File: src/design/rp_defs.svh
`ifndef RP_DEFS_SVH
`define RP_DEFS_SVH

////////////////////////////////////////////////////////////
// channel counts
////////////////////////////////////////////////////////////

// analog channels per direction
`define RP_CHN 2
// pdm outputs
`define RP_PDM_CHN 4

////////////////////////////////////////////////////////////
// datapath widths
////////////////////////////////////////////////////////////

// adc and dac sample width
`define RP_SMP_W 14
// gain word, fixed point
`define RP_GAIN_W 16
// binary point of the gain
`define RP_GAIN_SHIFT 14
// 1.0 in gain units, reset value
`define RP_GAIN_UNITY 16384

// pdm level and period
`define RP_PDM_W 8
`define RP_PDM_RANGE 255

////////////////////////////////////////////////////////////
// register bus
////////////////////////////////////////////////////////////

`define RP_ADDR_W 8
`define RP_DATA_W 32

`endif

File: src/design/rp_pkg.sv
`include "rp_defs.svh"

package rp_pkg;

  // signed sample after offset-binary conversion
  typedef logic signed [`RP_SMP_W-1:0] sample_t;

  // calibration gain and offset
  typedef logic signed [`RP_GAIN_W-1:0] gain_t;
  typedef logic signed [`RP_SMP_W-1:0] offset_t;

  // pdm duty level, unsigned
  typedef logic [`RP_PDM_W-1:0] pdm_lvl_t;

  // register map, byte addresses
  typedef enum logic [`RP_ADDR_W-1:0] {
    REG_CTRL      = 8'h00,  // bit 0 digital loopback
    REG_ADC_GAIN0 = 8'h04,
    REG_ADC_GAIN1 = 8'h08,
    REG_ADC_OFFS0 = 8'h0C,
    REG_ADC_OFFS1 = 8'h10,
    REG_DAC_GAIN0 = 8'h14,
    REG_DAC_GAIN1 = 8'h18,
    REG_DAC_OFFS0 = 8'h1C,
    REG_DAC_OFFS1 = 8'h20,
    REG_PDM0      = 8'h24,
    REG_PDM1      = 8'h28,
    REG_PDM2      = 8'h2C,
    REG_PDM3      = 8'h30
  } reg_addr_e;

endpackage

File: src/design/calib_cfg_if.sv
`timescale 1ns/100ps

`include "rp_defs.svh"

interface calib_cfg_if;

  // adc input replaced by dac samples
  logic digital_loop;

  // adc calibration, per channel
  rp_pkg::gain_t   [`RP_CHN-1:0] adc_gain;
  rp_pkg::offset_t [`RP_CHN-1:0] adc_offs;

  // dac calibration, per channel
  rp_pkg::gain_t   [`RP_CHN-1:0] dac_gain;
  rp_pkg::offset_t [`RP_CHN-1:0] dac_offs;

  // register block drives everything
  modport regs_mp (output digital_loop, adc_gain, adc_offs, dac_gain, dac_offs);

  // adc side also needs the loopback select
  modport adc_mp (input digital_loop, adc_gain, adc_offs);

  modport dac_mp (input dac_gain, dac_offs);

endinterface

File: src/design/rp_regs.sv
`timescale 1ns/100ps

`include "rp_defs.svh"

module rp_regs (
  input  logic                                adc_clk,
  input  logic                                top_rst,
  // register bus
  input  logic [`RP_ADDR_W-1:0]               sys_addr_i,
  input  logic [`RP_DATA_W-1:0]               sys_wdata_i,
  input  logic                                sys_wen_i,
  input  logic                                sys_ren_i,
  output logic [`RP_DATA_W-1:0]               sys_rdata_o,
  output logic                                sys_ack_o,
  output logic                                sys_err_o,
  // pdm levels
  output rp_pkg::pdm_lvl_t [`RP_PDM_CHN-1:0]  pdm_lvl_o,
  // calibration and loopback
  calib_cfg_if.regs_mp                        cfg
);

  logic                                loop_q;
  rp_pkg::gain_t    [`RP_CHN-1:0]      adc_gain_q;
  rp_pkg::offset_t  [`RP_CHN-1:0]      adc_offs_q;
  rp_pkg::gain_t    [`RP_CHN-1:0]      dac_gain_q;
  rp_pkg::offset_t  [`RP_CHN-1:0]      dac_offs_q;
  rp_pkg::pdm_lvl_t [`RP_PDM_CHN-1:0]  pdm_q;

  rp_pkg::reg_addr_e      addr;
  logic                   strobe;
  logic                   hit;
  logic [`RP_DATA_W-1:0]  rd_val;
  rp_pkg::gain_t          wr_gain;
  rp_pkg::offset_t        wr_offs;
  rp_pkg::pdm_lvl_t       wr_pdm;

  assign addr   = rp_pkg::reg_addr_e'(sys_addr_i);
  assign strobe = sys_wen_i | sys_ren_i;

  // write data cut down to field width
  assign wr_gain = rp_pkg::gain_t'(sys_wdata_i[`RP_GAIN_W-1:0]);
  assign wr_offs = rp_pkg::offset_t'(sys_wdata_i[`RP_SMP_W-1:0]);
  assign wr_pdm  = rp_pkg::pdm_lvl_t'(sys_wdata_i[`RP_PDM_W-1:0]);

  ////////////////////////////////////////////////////////////
  // address decode and read mux
  ////////////////////////////////////////////////////////////

  always_comb begin
    hit    = 1'b1;
    rd_val = '0;
    case (addr)
      rp_pkg::REG_CTRL:      rd_val = `RP_DATA_W'(loop_q);
      // gain and offset read back sign extended
      rp_pkg::REG_ADC_GAIN0: rd_val = `RP_DATA_W'(signed'(adc_gain_q[0]));
      rp_pkg::REG_ADC_GAIN1: rd_val = `RP_DATA_W'(signed'(adc_gain_q[1]));
      rp_pkg::REG_ADC_OFFS0: rd_val = `RP_DATA_W'(signed'(adc_offs_q[0]));
      rp_pkg::REG_ADC_OFFS1: rd_val = `RP_DATA_W'(signed'(adc_offs_q[1]));
      rp_pkg::REG_DAC_GAIN0: rd_val = `RP_DATA_W'(signed'(dac_gain_q[0]));
      rp_pkg::REG_DAC_GAIN1: rd_val = `RP_DATA_W'(signed'(dac_gain_q[1]));
      rp_pkg::REG_DAC_OFFS0: rd_val = `RP_DATA_W'(signed'(dac_offs_q[0]));
      rp_pkg::REG_DAC_OFFS1: rd_val = `RP_DATA_W'(signed'(dac_offs_q[1]));
      rp_pkg::REG_PDM0:      rd_val = `RP_DATA_W'(pdm_q[0]);
      rp_pkg::REG_PDM1:      rd_val = `RP_DATA_W'(pdm_q[1]);
      rp_pkg::REG_PDM2:      rd_val = `RP_DATA_W'(pdm_q[2]);
      rp_pkg::REG_PDM3:      rd_val = `RP_DATA_W'(pdm_q[3]);
      // unmapped, reads 0 and flags an error
      default:               hit    = 1'b0;
    endcase
  end

  ////////////////////////////////////////////////////////////
  // register storage
  ////////////////////////////////////////////////////////////

  always_ff @(posedge adc_clk, posedge top_rst) begin
    if (top_rst) begin
      loop_q     <= 1'b0;
      adc_gain_q <= {`RP_CHN{rp_pkg::gain_t'(`RP_GAIN_UNITY)}};
      adc_offs_q <= '0;
      dac_gain_q <= {`RP_CHN{rp_pkg::gain_t'(`RP_GAIN_UNITY)}};
      dac_offs_q <= '0;
      pdm_q      <= '0;
    end else if (sys_wen_i) begin
      // new value visible in the ack cycle
      case (addr)
        rp_pkg::REG_CTRL:      loop_q        <= sys_wdata_i[0];
        rp_pkg::REG_ADC_GAIN0: adc_gain_q[0] <= wr_gain;
        rp_pkg::REG_ADC_GAIN1: adc_gain_q[1] <= wr_gain;
        rp_pkg::REG_ADC_OFFS0: adc_offs_q[0] <= wr_offs;
        rp_pkg::REG_ADC_OFFS1: adc_offs_q[1] <= wr_offs;
        rp_pkg::REG_DAC_GAIN0: dac_gain_q[0] <= wr_gain;
        rp_pkg::REG_DAC_GAIN1: dac_gain_q[1] <= wr_gain;
        rp_pkg::REG_DAC_OFFS0: dac_offs_q[0] <= wr_offs;
        rp_pkg::REG_DAC_OFFS1: dac_offs_q[1] <= wr_offs;
        rp_pkg::REG_PDM0:      pdm_q[0]      <= wr_pdm;
        rp_pkg::REG_PDM1:      pdm_q[1]      <= wr_pdm;
        rp_pkg::REG_PDM2:      pdm_q[2]      <= wr_pdm;
        rp_pkg::REG_PDM3:      pdm_q[3]      <= wr_pdm;
        default: ;
      endcase
    end
  end

  // bus response, one cycle after the strobe
  always_ff @(posedge adc_clk, posedge top_rst) begin
    if (top_rst) begin
      sys_ack_o   <= 1'b0;
      sys_err_o   <= 1'b0;
      sys_rdata_o <= '0;
    end else begin
      sys_ack_o <= strobe;
      sys_err_o <= strobe & ~hit;
      if (sys_ren_i) begin
        sys_rdata_o <= rd_val;
      end
    end
  end

  // settings out to the datapath
  assign cfg.digital_loop = loop_q;
  assign cfg.adc_gain     = adc_gain_q;
  assign cfg.adc_offs     = adc_offs_q;
  assign cfg.dac_gain     = dac_gain_q;
  assign cfg.dac_offs     = dac_offs_q;
  assign pdm_lvl_o        = pdm_q;

  // host waits for ack, so the ack cycle never carries a new strobe
  a_strobe_ack: assert property (@(posedge adc_clk) disable iff (top_rst)
    strobe |=> (sys_ack_o && !strobe));

endmodule

File: src/design/linear_calib.sv
`timescale 1ns/100ps

`include "rp_defs.svh"

module linear_calib (
  input  logic             adc_clk,
  input  logic             top_rst,
  input  rp_pkg::sample_t  dat_i,
  input  rp_pkg::gain_t    gain_i,
  input  rp_pkg::offset_t  offs_i,
  output rp_pkg::sample_t  dat_o
);

  // full product, product after the binary point, sum with offset
  localparam int PROD_W = `RP_SMP_W + `RP_GAIN_W;
  localparam int SHFT_W = PROD_W - `RP_GAIN_SHIFT;
  localparam int SUM_W  = SHFT_W + 1;

  // saturation limits
  localparam rp_pkg::sample_t SMP_MAX = {1'b0, {(`RP_SMP_W-1){1'b1}}};
  localparam rp_pkg::sample_t SMP_MIN = {1'b1, {(`RP_SMP_W-1){1'b0}}};

  logic signed [PROD_W-1:0] prod_q;
  logic signed [SHFT_W-1:0] prod_shft;
  logic signed [SUM_W-1:0]  sum;

  // stage 1, signed multiply at full width
  always_ff @(posedge adc_clk) begin
    prod_q <= PROD_W'(dat_i) * PROD_W'(gain_i);
  end

  // drop the fraction bits, floor like an arithmetic shift
  assign prod_shft = prod_q[PROD_W-1:`RP_GAIN_SHIFT];
  assign sum       = SUM_W'(prod_shft) + SUM_W'(offs_i);

  // stage 2, offset and clip
  always_ff @(posedge adc_clk, posedge top_rst) begin
    if (top_rst) begin
      dat_o <= '0;
    end else if (sum > SUM_W'(SMP_MAX)) begin
      dat_o <= SMP_MAX;
    end else if (sum < SUM_W'(SMP_MIN)) begin
      dat_o <= SMP_MIN;
    end else begin
      dat_o <= rp_pkg::sample_t'(sum[`RP_SMP_W-1:0]);
    end
  end

  // same signs on product and offset never wrap to the other sign
  a_pos_no_wrap: assert property (@(posedge adc_clk) disable iff (top_rst)
    (!prod_q[PROD_W-1] && !offs_i[`RP_SMP_W-1]) |=> !dat_o[`RP_SMP_W-1]);
  a_neg_no_wrap: assert property (@(posedge adc_clk) disable iff (top_rst)
    (prod_q[PROD_W-1] && offs_i[`RP_SMP_W-1]) |=> dat_o[`RP_SMP_W-1]);

endmodule

File: src/design/adc_frontend.sv
`timescale 1ns/100ps

`include "rp_defs.svh"

module adc_frontend (
  input  logic                                   adc_clk,
  input  logic                                   top_rst,
  // raw offset-binary samples
  input  logic [`RP_CHN-1:0][`RP_SMP_W-1:0]      adc_dat_i,
  // calibrated dac samples for loopback
  input  rp_pkg::sample_t [`RP_CHN-1:0]          loop_dat_i,
  calib_cfg_if.adc_mp                            cfg,
  output rp_pkg::sample_t [`RP_CHN-1:0]          adc_dat_o
);

  for (genvar n = 0; n < `RP_CHN; n++) begin : g_chn

    rp_pkg::sample_t fmt_q;
    rp_pkg::sample_t cal_in;

    // offset binary to signed, keep msb and flip magnitude
    always_ff @(posedge adc_clk, posedge top_rst) begin
      if (top_rst) begin
        fmt_q <= '0;
      end else begin
        fmt_q <= {adc_dat_i[n][`RP_SMP_W-1], ~adc_dat_i[n][`RP_SMP_W-2:0]};
      end
    end

    // loopback mux in front of the calibration
    assign cal_in = cfg.digital_loop ? loop_dat_i[n] : fmt_q;

    linear_calib u_calib (
      .adc_clk (adc_clk),
      .top_rst (top_rst),
      .dat_i   (cal_in),
      .gain_i  (cfg.adc_gain[n]),
      .offs_i  (cfg.adc_offs[n]),
      .dat_o   (adc_dat_o[n])
    );

  end

endmodule

File: src/design/dac_backend.sv
`timescale 1ns/100ps

`include "rp_defs.svh"

module dac_backend (
  input  logic                                   adc_clk,
  input  logic                                   top_rst,
  input  rp_pkg::sample_t [`RP_CHN-1:0]          dac_dat_i,
  calib_cfg_if.dac_mp                            cfg,
  // calibrated samples, tapped before formatting
  output rp_pkg::sample_t [`RP_CHN-1:0]          loop_dat_o,
  // offset-binary samples to the converter
  output logic [`RP_CHN-1:0][`RP_SMP_W-1:0]      dac_dat_o
);

  for (genvar n = 0; n < `RP_CHN; n++) begin : g_chn

    linear_calib u_calib (
      .adc_clk (adc_clk),
      .top_rst (top_rst),
      .dat_i   (dac_dat_i[n]),
      .gain_i  (cfg.dac_gain[n]),
      .offs_i  (cfg.dac_offs[n]),
      .dat_o   (loop_dat_o[n])
    );

    // signed back to offset binary, same bit rule as the adc
    always_ff @(posedge adc_clk, posedge top_rst) begin
      if (top_rst) begin
        dac_dat_o[n] <= '0;
      end else begin
        dac_dat_o[n] <= {loop_dat_o[n][`RP_SMP_W-1], ~loop_dat_o[n][`RP_SMP_W-2:0]};
      end
    end

  end

endmodule

File: src/design/pdm_modulator.sv
`timescale 1ns/100ps

`include "rp_defs.svh"

module pdm_modulator (
  input  logic                                 adc_clk,
  input  logic                                 top_rst,
  input  rp_pkg::pdm_lvl_t [`RP_PDM_CHN-1:0]   pdm_lvl_i,
  output logic [`RP_PDM_CHN-1:0]               pdm_o
);

  // one extra bit holds acc plus level before the wrap
  localparam logic [`RP_PDM_W:0] RANGE = `RP_PDM_RANGE;

  for (genvar n = 0; n < `RP_PDM_CHN; n++) begin : g_chn

    logic [`RP_PDM_W-1:0] acc_q;
    logic [`RP_PDM_W:0]   acc_sum;

    assign acc_sum = {1'b0, acc_q} + {1'b0, pdm_lvl_i[n]};

    // first-order sigma delta, pulse on every wrap
    always_ff @(posedge adc_clk, posedge top_rst) begin
      if (top_rst) begin
        acc_q    <= '0;
        pdm_o[n] <= 1'b0;
      end else if (acc_sum >= RANGE) begin
        acc_q    <= `RP_PDM_W'(acc_sum - RANGE);
        pdm_o[n] <= 1'b1;
      end else begin
        acc_q    <= `RP_PDM_W'(acc_sum);
        pdm_o[n] <= 1'b0;
      end
    end

    // residue below one period keeps the pulse count exact
    a_acc_range: assert property (@(posedge adc_clk) disable iff (top_rst)
      ({1'b0, acc_q} < RANGE));

  end

endmodule

File: src/design/rp_top.sv
`timescale 1ns/100ps

`include "rp_defs.svh"

module rp_top (
  input  logic                                   adc_clk,
  input  logic                                   top_rst,
  // converters
  input  logic [`RP_CHN-1:0][`RP_SMP_W-1:0]      adc_dat_i,
  input  rp_pkg::sample_t [`RP_CHN-1:0]          dac_dat_i,
  output rp_pkg::sample_t [`RP_CHN-1:0]          adc_dat_o,
  output logic [`RP_CHN-1:0][`RP_SMP_W-1:0]      dac_dat_o,
  // pdm outputs
  output logic [`RP_PDM_CHN-1:0]                 pdm_o,
  // register bus
  input  logic [`RP_ADDR_W-1:0]                  sys_addr_i,
  input  logic [`RP_DATA_W-1:0]                  sys_wdata_i,
  input  logic                                   sys_wen_i,
  input  logic                                   sys_ren_i,
  output logic [`RP_DATA_W-1:0]                  sys_rdata_o,
  output logic                                   sys_ack_o,
  output logic                                   sys_err_o
);

  ////////////////////////////////////////////////////////////
  // local wiring
  ////////////////////////////////////////////////////////////

  calib_cfg_if cfg ();

  rp_pkg::pdm_lvl_t [`RP_PDM_CHN-1:0] pdm_lvl;
  // dac calibration output fed back to the adc side
  rp_pkg::sample_t  [`RP_CHN-1:0]     loop_dat;

  ////////////////////////////////////////////////////////////
  // register block, next to the datapath
  ////////////////////////////////////////////////////////////

  rp_regs u_regs (
    .adc_clk     (adc_clk),
    .top_rst     (top_rst),
    .sys_addr_i  (sys_addr_i),
    .sys_wdata_i (sys_wdata_i),
    .sys_wen_i   (sys_wen_i),
    .sys_ren_i   (sys_ren_i),
    .sys_rdata_o (sys_rdata_o),
    .sys_ack_o   (sys_ack_o),
    .sys_err_o   (sys_err_o),
    .pdm_lvl_o   (pdm_lvl),
    .cfg         (cfg.regs_mp)
  );

  ////////////////////////////////////////////////////////////
  // datapath
  ////////////////////////////////////////////////////////////

  adc_frontend u_adc (
    .adc_clk    (adc_clk),
    .top_rst    (top_rst),
    .adc_dat_i  (adc_dat_i),
    .loop_dat_i (loop_dat),
    .cfg        (cfg.adc_mp),
    .adc_dat_o  (adc_dat_o)
  );

  dac_backend u_dac (
    .adc_clk    (adc_clk),
    .top_rst    (top_rst),
    .dac_dat_i  (dac_dat_i),
    .cfg        (cfg.dac_mp),
    .loop_dat_o (loop_dat),
    .dac_dat_o  (dac_dat_o)
  );

  pdm_modulator u_pdm (
    .adc_clk   (adc_clk),
    .top_rst   (top_rst),
    .pdm_lvl_i (pdm_lvl),
    .pdm_o     (pdm_o)
  );

endmodule

File: config.mk
export PLATFORM = sky130hd
export DESIGN_NAME = rp_top
export DESIGN_NICKNAME = d
export VERILOG_FILES = /design/src/design/rp_pkg.sv /design/src/design/calib_cfg_if.sv /design/src/design/rp_regs.sv /design/src/design/linear_calib.sv /design/src/design/adc_frontend.sv /design/src/design/dac_backend.sv /design/src/design/pdm_modulator.sv /design/src/design/rp_top.sv
export VERILOG_INCLUDE_DIRS = /design/src /design/src/design
export SDC_FILE = /design/constraint.sdc
export NUM_CORES = 2
export LEC_CHECK = 0
export ABC_AREA = 1
export BUFFER_PORTS_ARGS = -buffer_cell sky130_fd_sc_hd__buf_4
export CAP_MARGIN = 20
export CORE_MARGIN = 2
export CORE_UTILIZATION = 55
export DETAILED_ROUTE_END_ITERATION = 12
export GPL_TIMING_DRIVEN = 0
export PLACE_DENSITY = 0.72
export SYNTH_ARGS = -nofsm -noshare
export SYNTH_HDL_FRONTEND = slang
export SYNTH_SLANG_ARGS = --single-unit
File: constraint.sdc
create_clock -name adc_clk -period 16.32 [get_ports adc_clk]
set_input_delay 0.816 -clock adc_clk [delete_from_list [all_inputs] [get_ports adc_clk]]
set_output_delay 0.816 -clock adc_clk [all_outputs]
set_load 0.1 [all_outputs]
### Yosys cells after proc, flatten, opt, wreduce, memory -nomap -nowiden

Cells that the tools add are included.

| storage, ports and cells | value |
|---|---|
| bits in registers | 455 |
| bits of input ports | 100 |
| output and inout bits | 94 |
| word-level logic and storage cells | 118 |

| cells by class | value |
|---|---|
| $add $sub $neg | 12 |
| multipliers | 4 |
| order comparisons | 12 |
| equality and inequality tests | 12 |
| mux-type cells | 20 |
| bitwise logic cells | 7 |
| reduce and logical (&&, ||, !) cells | 15 |

Operators by type and width:

| cell | count |
|---|---|
| 32-bit one-hot mux with 13 select lines | 1 |
| 14-bit two-way mux | 10 |
| 14-bit by 16-bit multiplier with 30-bit output | 4 |
| 16-bit by 14-bit adder with 17-bit output | 4 |
| 17-bit by 14-bit > comparator with 1-bit output (second input constant) | 4 |
| 17-bit by 14-bit < comparator with 1-bit output (second input constant) | 4 |
| 13-bit NOT | 4 |
| 8-bit by 6-bit equality test with 1-bit output (second input constant) | 5 |
| 8-bit by 8-bit adder with 9-bit output | 4 |
| 9-bit by 8-bit greater-or-equal comparator with 1-bit output (second input constant) | 4 |
| 8-bit by 5-bit equality test with 1-bit output (second input constant) | 4 |
| 8-bit two-way mux | 4 |
| 8-bit subtractor (second input constant) | 4 |
| 2-bit AND reduction | 13 |
| 8-bit by 4-bit equality test with 1-bit output (second input constant) | 2 |
| 13-bit OR reduction | 1 |
| 8-bit by 3-bit equality test with 1-bit output (second input constant) | 1 |
| 8-bit logical NOT | 1 |
| 1-bit two-way mux | 5 |
| 1-bit AND | 1 |
| 1-bit NOT | 1 |
| 1-bit bitwise OR | 1 |

### Depth between registers and ports, before layout

| logic depth | value |
|---|---|
| depth after elaboration | 5 |
| gate-level depth with buffers | 31 |
| mapped depth without buffers | 29 |

### Cells and area by module

From an unflattened synthesis, not the netlist that was laid out.

| second synthesis, totals | value |
|---|---|
| cells, all modules | 7260 |
| area, all modules | 55864.8 µm² |

Modules (own cells, without submodules):

| module | times used | cells each | area an instance (µm²) | seq. area each (µm²) |
|---|---|---|---|---|
| linear_calib at u_adc.g_chn[1].u_calib | 1 | 1444 | 10701.5 | 670.6 |
| linear_calib at u_adc.g_chn[0].u_calib | 1 | 1396 | 10567.6 | 670.6 |
| linear_calib at u_dac.g_chn[1].u_calib | 1 | 1376 | 10467.5 | 670.6 |
| linear_calib at u_dac.g_chn[0].u_calib | 1 | 1378 | 10462.5 | 670.6 |
| rp_regs | 1 | 964 | 7877.6 | 4284.1 |
| pdm_modulator | 1 | 502 | 3808.7 | 900.9 |
| adc_frontend | 1 | 145 | 1177.4 | 700.7 |
| dac_backend | 1 | 55 | 802.0 | 700.7 |

### Worst setup path before layout

OpenSTA, ideal clock, no wires.

| timing path | value |
|---|---|
| kind | input port to flip-flop |
| from | input port dac_dat_i[2] (netlist name) |
| to | register u_dac.g_chn[0].u_calib.prod_q[28] |
| setup time | 0.112 ns |
| data arrival time | 6.059 ns |
| required time | 16.208 ns |
| setup slack | 10.149 ns |
| cell stages on the path | 23 |
| buffers on the path | 2 |
| cells stage by stage | clkbuf_1 -> clkbuf_1 -> nand2_1 -> fa_1 -> inv_1 -> fa_1 -> inv_1 -> fa_1 -> inv_1 -> fa_1 -> fa_1 -> inv_1 -> fa_1 -> inv_1 -> ha_1 -> nand2_1 -> nor2_1 -> nand2_1 -> inv_1 -> nand3_1 -> or2_1 -> nand3_1 -> nand2_1 |

| on the way | value |
|---|---|
| longest elaborated chain between the ends | 1 |

RTL lines:

| item | line | source |
|---|---|---|
| start, declared | rp_top.sv:10 | `` input rp_pkg::sample_t [`RP_CHN-1:0] dac_dat_i, `` |
| 14-bit by 16-bit multiplier with 30-bit output | linear_calib.sv:29 | `prod_q <= PROD_W'(dat_i) * PROD_W'(gain_i);` |
| end signal, assigned | linear_calib.sv:29 |  |
| end, declared | linear_calib.sv:23 | `logic signed [PROD_W-1:0] prod_q;` |

No other way between the ends.
A chain may end at the register's enable or synchronous reset.

### Worst setup path in the final report

| timing path | value |
|---|---|
| from | register u_regs.loop_q, in the netlist u_regs.cfg.digital_loop |
| to | register u_adc.g_chn[1].u_calib.prod_q[29] |

| on the way | value |
|---|---|
| longest elaborated chain between the ends | 2 |

RTL lines:

| item | line | source |
|---|---|---|
| start, declared | rp_regs.sv:22 | `logic loop_q;` |
| start signal, assigned | rp_regs.sv:87 | `rp_pkg::REG_CTRL: loop_q <= sys_wdata_i[0];` |
| 14-bit two-way mux | adc_frontend.sv:31 | `assign cal_in = cfg.digital_loop ? loop_dat_i[n] : fmt_q;` |
| 14-bit by 16-bit multiplier with 30-bit output | linear_calib.sv:29 |  |
| end signal, assigned | linear_calib.sv:29 |  |
| end, declared | linear_calib.sv:23 |  |

No other way between the ends.

==> metrics <==
clock slew at reported path FFs 0.07 ns; die height 317 microns; fin util 60.0%; Syn Area/Cell 7.83 sq um; Synth Net Count 8239; Synth cell types 56; maximum VDD drop 129 uV; Final Setup Violations 0; initial antenna violation count 11; f_max 0.130 GHz; synth warn 0; Data arrival, critical path 8.14 ns; max incr delay on CP 0.65 ns; Worst-Margin Slew 1.14 ns; CTS tree built; Final Instance Count excl. Fillers 8408; WL final 160000 microns; die area 101000 sq um; setup TNS 0 ns; number of global-route vias before repair 46.1k; Crit Path Class register to register; RD Place Congestion 1.00; RSZ-0062 raised after global routing false; Area after DPL 56800 sq um; outcome finished, final reports clean; core area 97000 sq um; synthesis-to-finish area growth 7.94%; cell family with most CP delay adder cells; row count 114; Syn Inst Count 6887; CTS HTree Levels 2; Leak Pwr 32.4 nW; fin crit share 47.1%; fraction of layout cells with a size suffix above 1 5.37%; Place WS 8.79 ns; largest net degree at the start of global routing 133; Pins Over Slew Limit 0; Post-Syn Area 53900 sq um; GR Overflow Total 0; Seq cells post-synth 383; latest clock arrival within the worst-skew pair 0.63 ns; total track usage 32.4%; post-route design area 58200 sq um; HP Class input port to async pin; post_cts resized 0; EDFF count, synth 0; CTS Root Cell clkbuf_16; DR WL/cell 19.0 microns; hold violation count in the final report 0; initial drt markers 3893; global-route wire length before repair 251000 microns; Slew HR 23.1%; Crit. End Element register; Num Clock Sinks 383; Total Power 6.76 mW; Vias per Instance 5.36; worst path bufs/invs 11; critical path cell sequence buf_6, buf_2, buf_2, o21ai_0, inv_1, buf_2, nand2_1, fa_1, inv_1, fa_1, inv_1, fa_1, inv_1, fa_1, inv_1, fa_1, fa_1, inv_1, ha_1, inv_1, nor4_1, nand4_1, nand3_1, nand2_1; Detail Placement HPWL 134000 microns; drt pass-1 iters 7; Worst path slowest cell fa_1; multi-input logic area 37600 sq um; crit path max fanout 10; Post-CTS Setup Inserts 0; critical path startpoint category register; drt drc 0; skew final 0.0344 ns; Worst path most repeated cell inv_1; nets@finish 8446; DIE WIDTH 317 microns; Hold WS 0.298 ns; hold buffer count at cts 0; io pins 194; Layout fillers 8856; CTS Buf Count 43; ys async rst share 83.3%; top_reg_cell synth dfrtp_1; Max Buffers Root-to-Sink 3; Routed Antenna Nets 0; Required @ worst endpoint 16.77 ns; max_cap viols 0; Final WS setup 8.63 ns; Final min period 7.69 ns; placed insts 8324; via count 45.1k; port bufs 154; Initial Utilization 55.6%; pwr dens 116 nW/um^2; Reg area 9270 sq um; post-synthesis sequential area ratio 17.2%
cells by family after synthesis:
group | Yosys count | share of synthesized area (%)
XOR/XNOR | 134 | 2.19
buffers and inverters | 1849 | 13.2
AND/OR/NAND/NOR | 2706 | 20.3
AO/OA/AOI/OAI | 563 | 5.82
flip-flops | 383 | 17.2
adder cells (fa/ha/maj) | 1252 | 41.3
metal layers:
metal / up-vias / GRT usage (%) / part of all wire, %
li1: 20800 / - / -
met1: 22000 / 41.7 / 40
met2: 1789 / 53.0 / 46
met3: 430 / 6.57 / 8.5
met4: 14 / 14.7 / 5.1
met5: - / 0.616 / 0.11
worst register-to-register path, cell delays in order, from the launching register on:
cell,delay (ns)
dfrtp_1,0.46
buf_6,0.18
buf_2,0.35
buf_2,0.42
o21ai_0,0.24
inv_1,0.41
buf_2,0.34
nand2_1,0.13
fa_1,0.61
inv_1,0.14
fa_1,0.65
inv_1,0.09
fa_1,0.48
inv_1,0.05
fa_1,0.50
inv_1,0.05
fa_1,0.47
fa_1,0.51
inv_1,0.04
ha_1,0.30
inv_1,0.09
nor4_1,0.51
nand4_1,0.24
nand3_1,0.13
nand2_1,0.13
flip-flops by register name (all words and copies together), names as in the netlist, 4 cells and up:
name	cells
u_dac.dac_dat_o	28
u_adc.g_chn.u_calib.dat_o	28
u_pdm.pdm_o	4
u_regs.cfg.adc_offs	28
u_regs.cfg.dac_offs	28
u_adc.g_chn.fmt_q	28
u_regs.sys_rdata_o	16
u_regs.cfg.dac_gain	32
u_regs.cfg.adc_gain	32
u_regs.pdm_lvl_o	32
u_dac.g_chn.u_calib.prod_q	32
u_dac.g_chn.u_calib.dat_o	28
u_pdm.g_chn.acc_q	32
u_adc.g_chn.u_calib.prod_q	32
power breakdown:
part / internal (mW) / total, mW / switching, mW
clock network: 0.537 / 0.996 / 0.459
registers: 1.22 / 1.37 / 0.152
logic: 1.38 / 4.39 / 3.00
Yosys cell counts (5+ instances only):
cell / count / area, sq um
inv_1: 1592 / 5980
o21ai_2: 7 / 61.3
buf_1: 11 / 41.3
o22ai_1: 15 / 93.8
a21o_1: 16 / 120
dfxtp_1: 64 / 1280
clkinv_1: 15 / 56.3
nand2_1: 1840 / 6910
o211ai_1: 8 / 60.1
a31oi_1: 20 / 125
nand3_2: 10 / 100
xnor2_1: 56 / 490
xor2_1: 77 / 674
o21ai_0: 243 / 1220
a21oi_1: 174 / 871
o21bai_1: 26 / 195
nor4_1: 9 / 56.3
nand3b_1: 20 / 150
nor3_1: 49 / 245
nor2_2: 11 / 68.8
nand2b_1: 5 / 31.3
nand2_2: 5 / 31.3
or2_2: 18 / 113
clkbuf_1: 156 / 586
nand3_1: 183 / 916
ha_1: 372 / 4650
inv_2: 12 / 45.0
o21a_1: 9 / 67.6
buf_2: 33 / 165
o21ai_1: 20 / 100
dfrtp_1: 315 / 7880
buf_4: 22 / 165
nor2_1: 487 / 1830
fa_1: 880 / 17600
nand4_1: 53 / 332
worst paths after layout:
kind / start / to / slack, ns / depth (start not counted)
max: u_regs.cfg.digital_loop / u_adc.g_chn[1].u_calib.prod_q[29] / 8.63 / 24
min: top_rst / u_pdm.g_chn[3].acc_q[7] / 0.30 / 2
max reg2reg: u_regs.cfg.digital_loop / u_adc.g_chn[1].u_calib.prod_q[29] / 8.63 / 24
min reg2reg: u_dac.g_chn[0].u_calib.dat_o[4] / u_dac.dac_dat_o[4] / 0.42 / 1
max in group asynchronous: top_rst / u_dac.dac_dat_o[19] / 14.36 / 4
min in group adc_clk: adc_dat_i[13] / u_adc.g_chn[0].fmt_q[13] / 0.30 / 1
cell usage in the layout (no fill, tap or decap), types with 16 or more instances in the layout:
master and instances:
xnor2_1 56, xor2_1 77, buf_4 178, or2_2 18, dfrtp_1 315, fa_1 880, clkbuf_1 163, o21ai_0 243
o21ai_1 20, a21oi_1 174, nand3b_1 20, clkbuf_16 43, a21o_1 16, buf_2 36, o21bai_1 26, nand3_1 183
a31oi_1 20, dfxtp_1 64, nor3_1 49, nor2_1 487, inv_1 1591, nand4_1 53, nand2_1 1840, ha_1 372
layout make-up:
type / instances / share of cell area [%]
antenna: 5 / 0.0215
clock buffer: 55 / 2.01
clock inverter: 23 / 0.423
inverter: 1619 / 10.5
multi-input combinational: 4655 / 64.5
sequential: 383 / 15.9
buffer: 230 / 1.76
tap: 1276 / 2.74
timing repair buffer: 162 / 2.14
No activity file was read; power rests on OpenSTA's default activity.
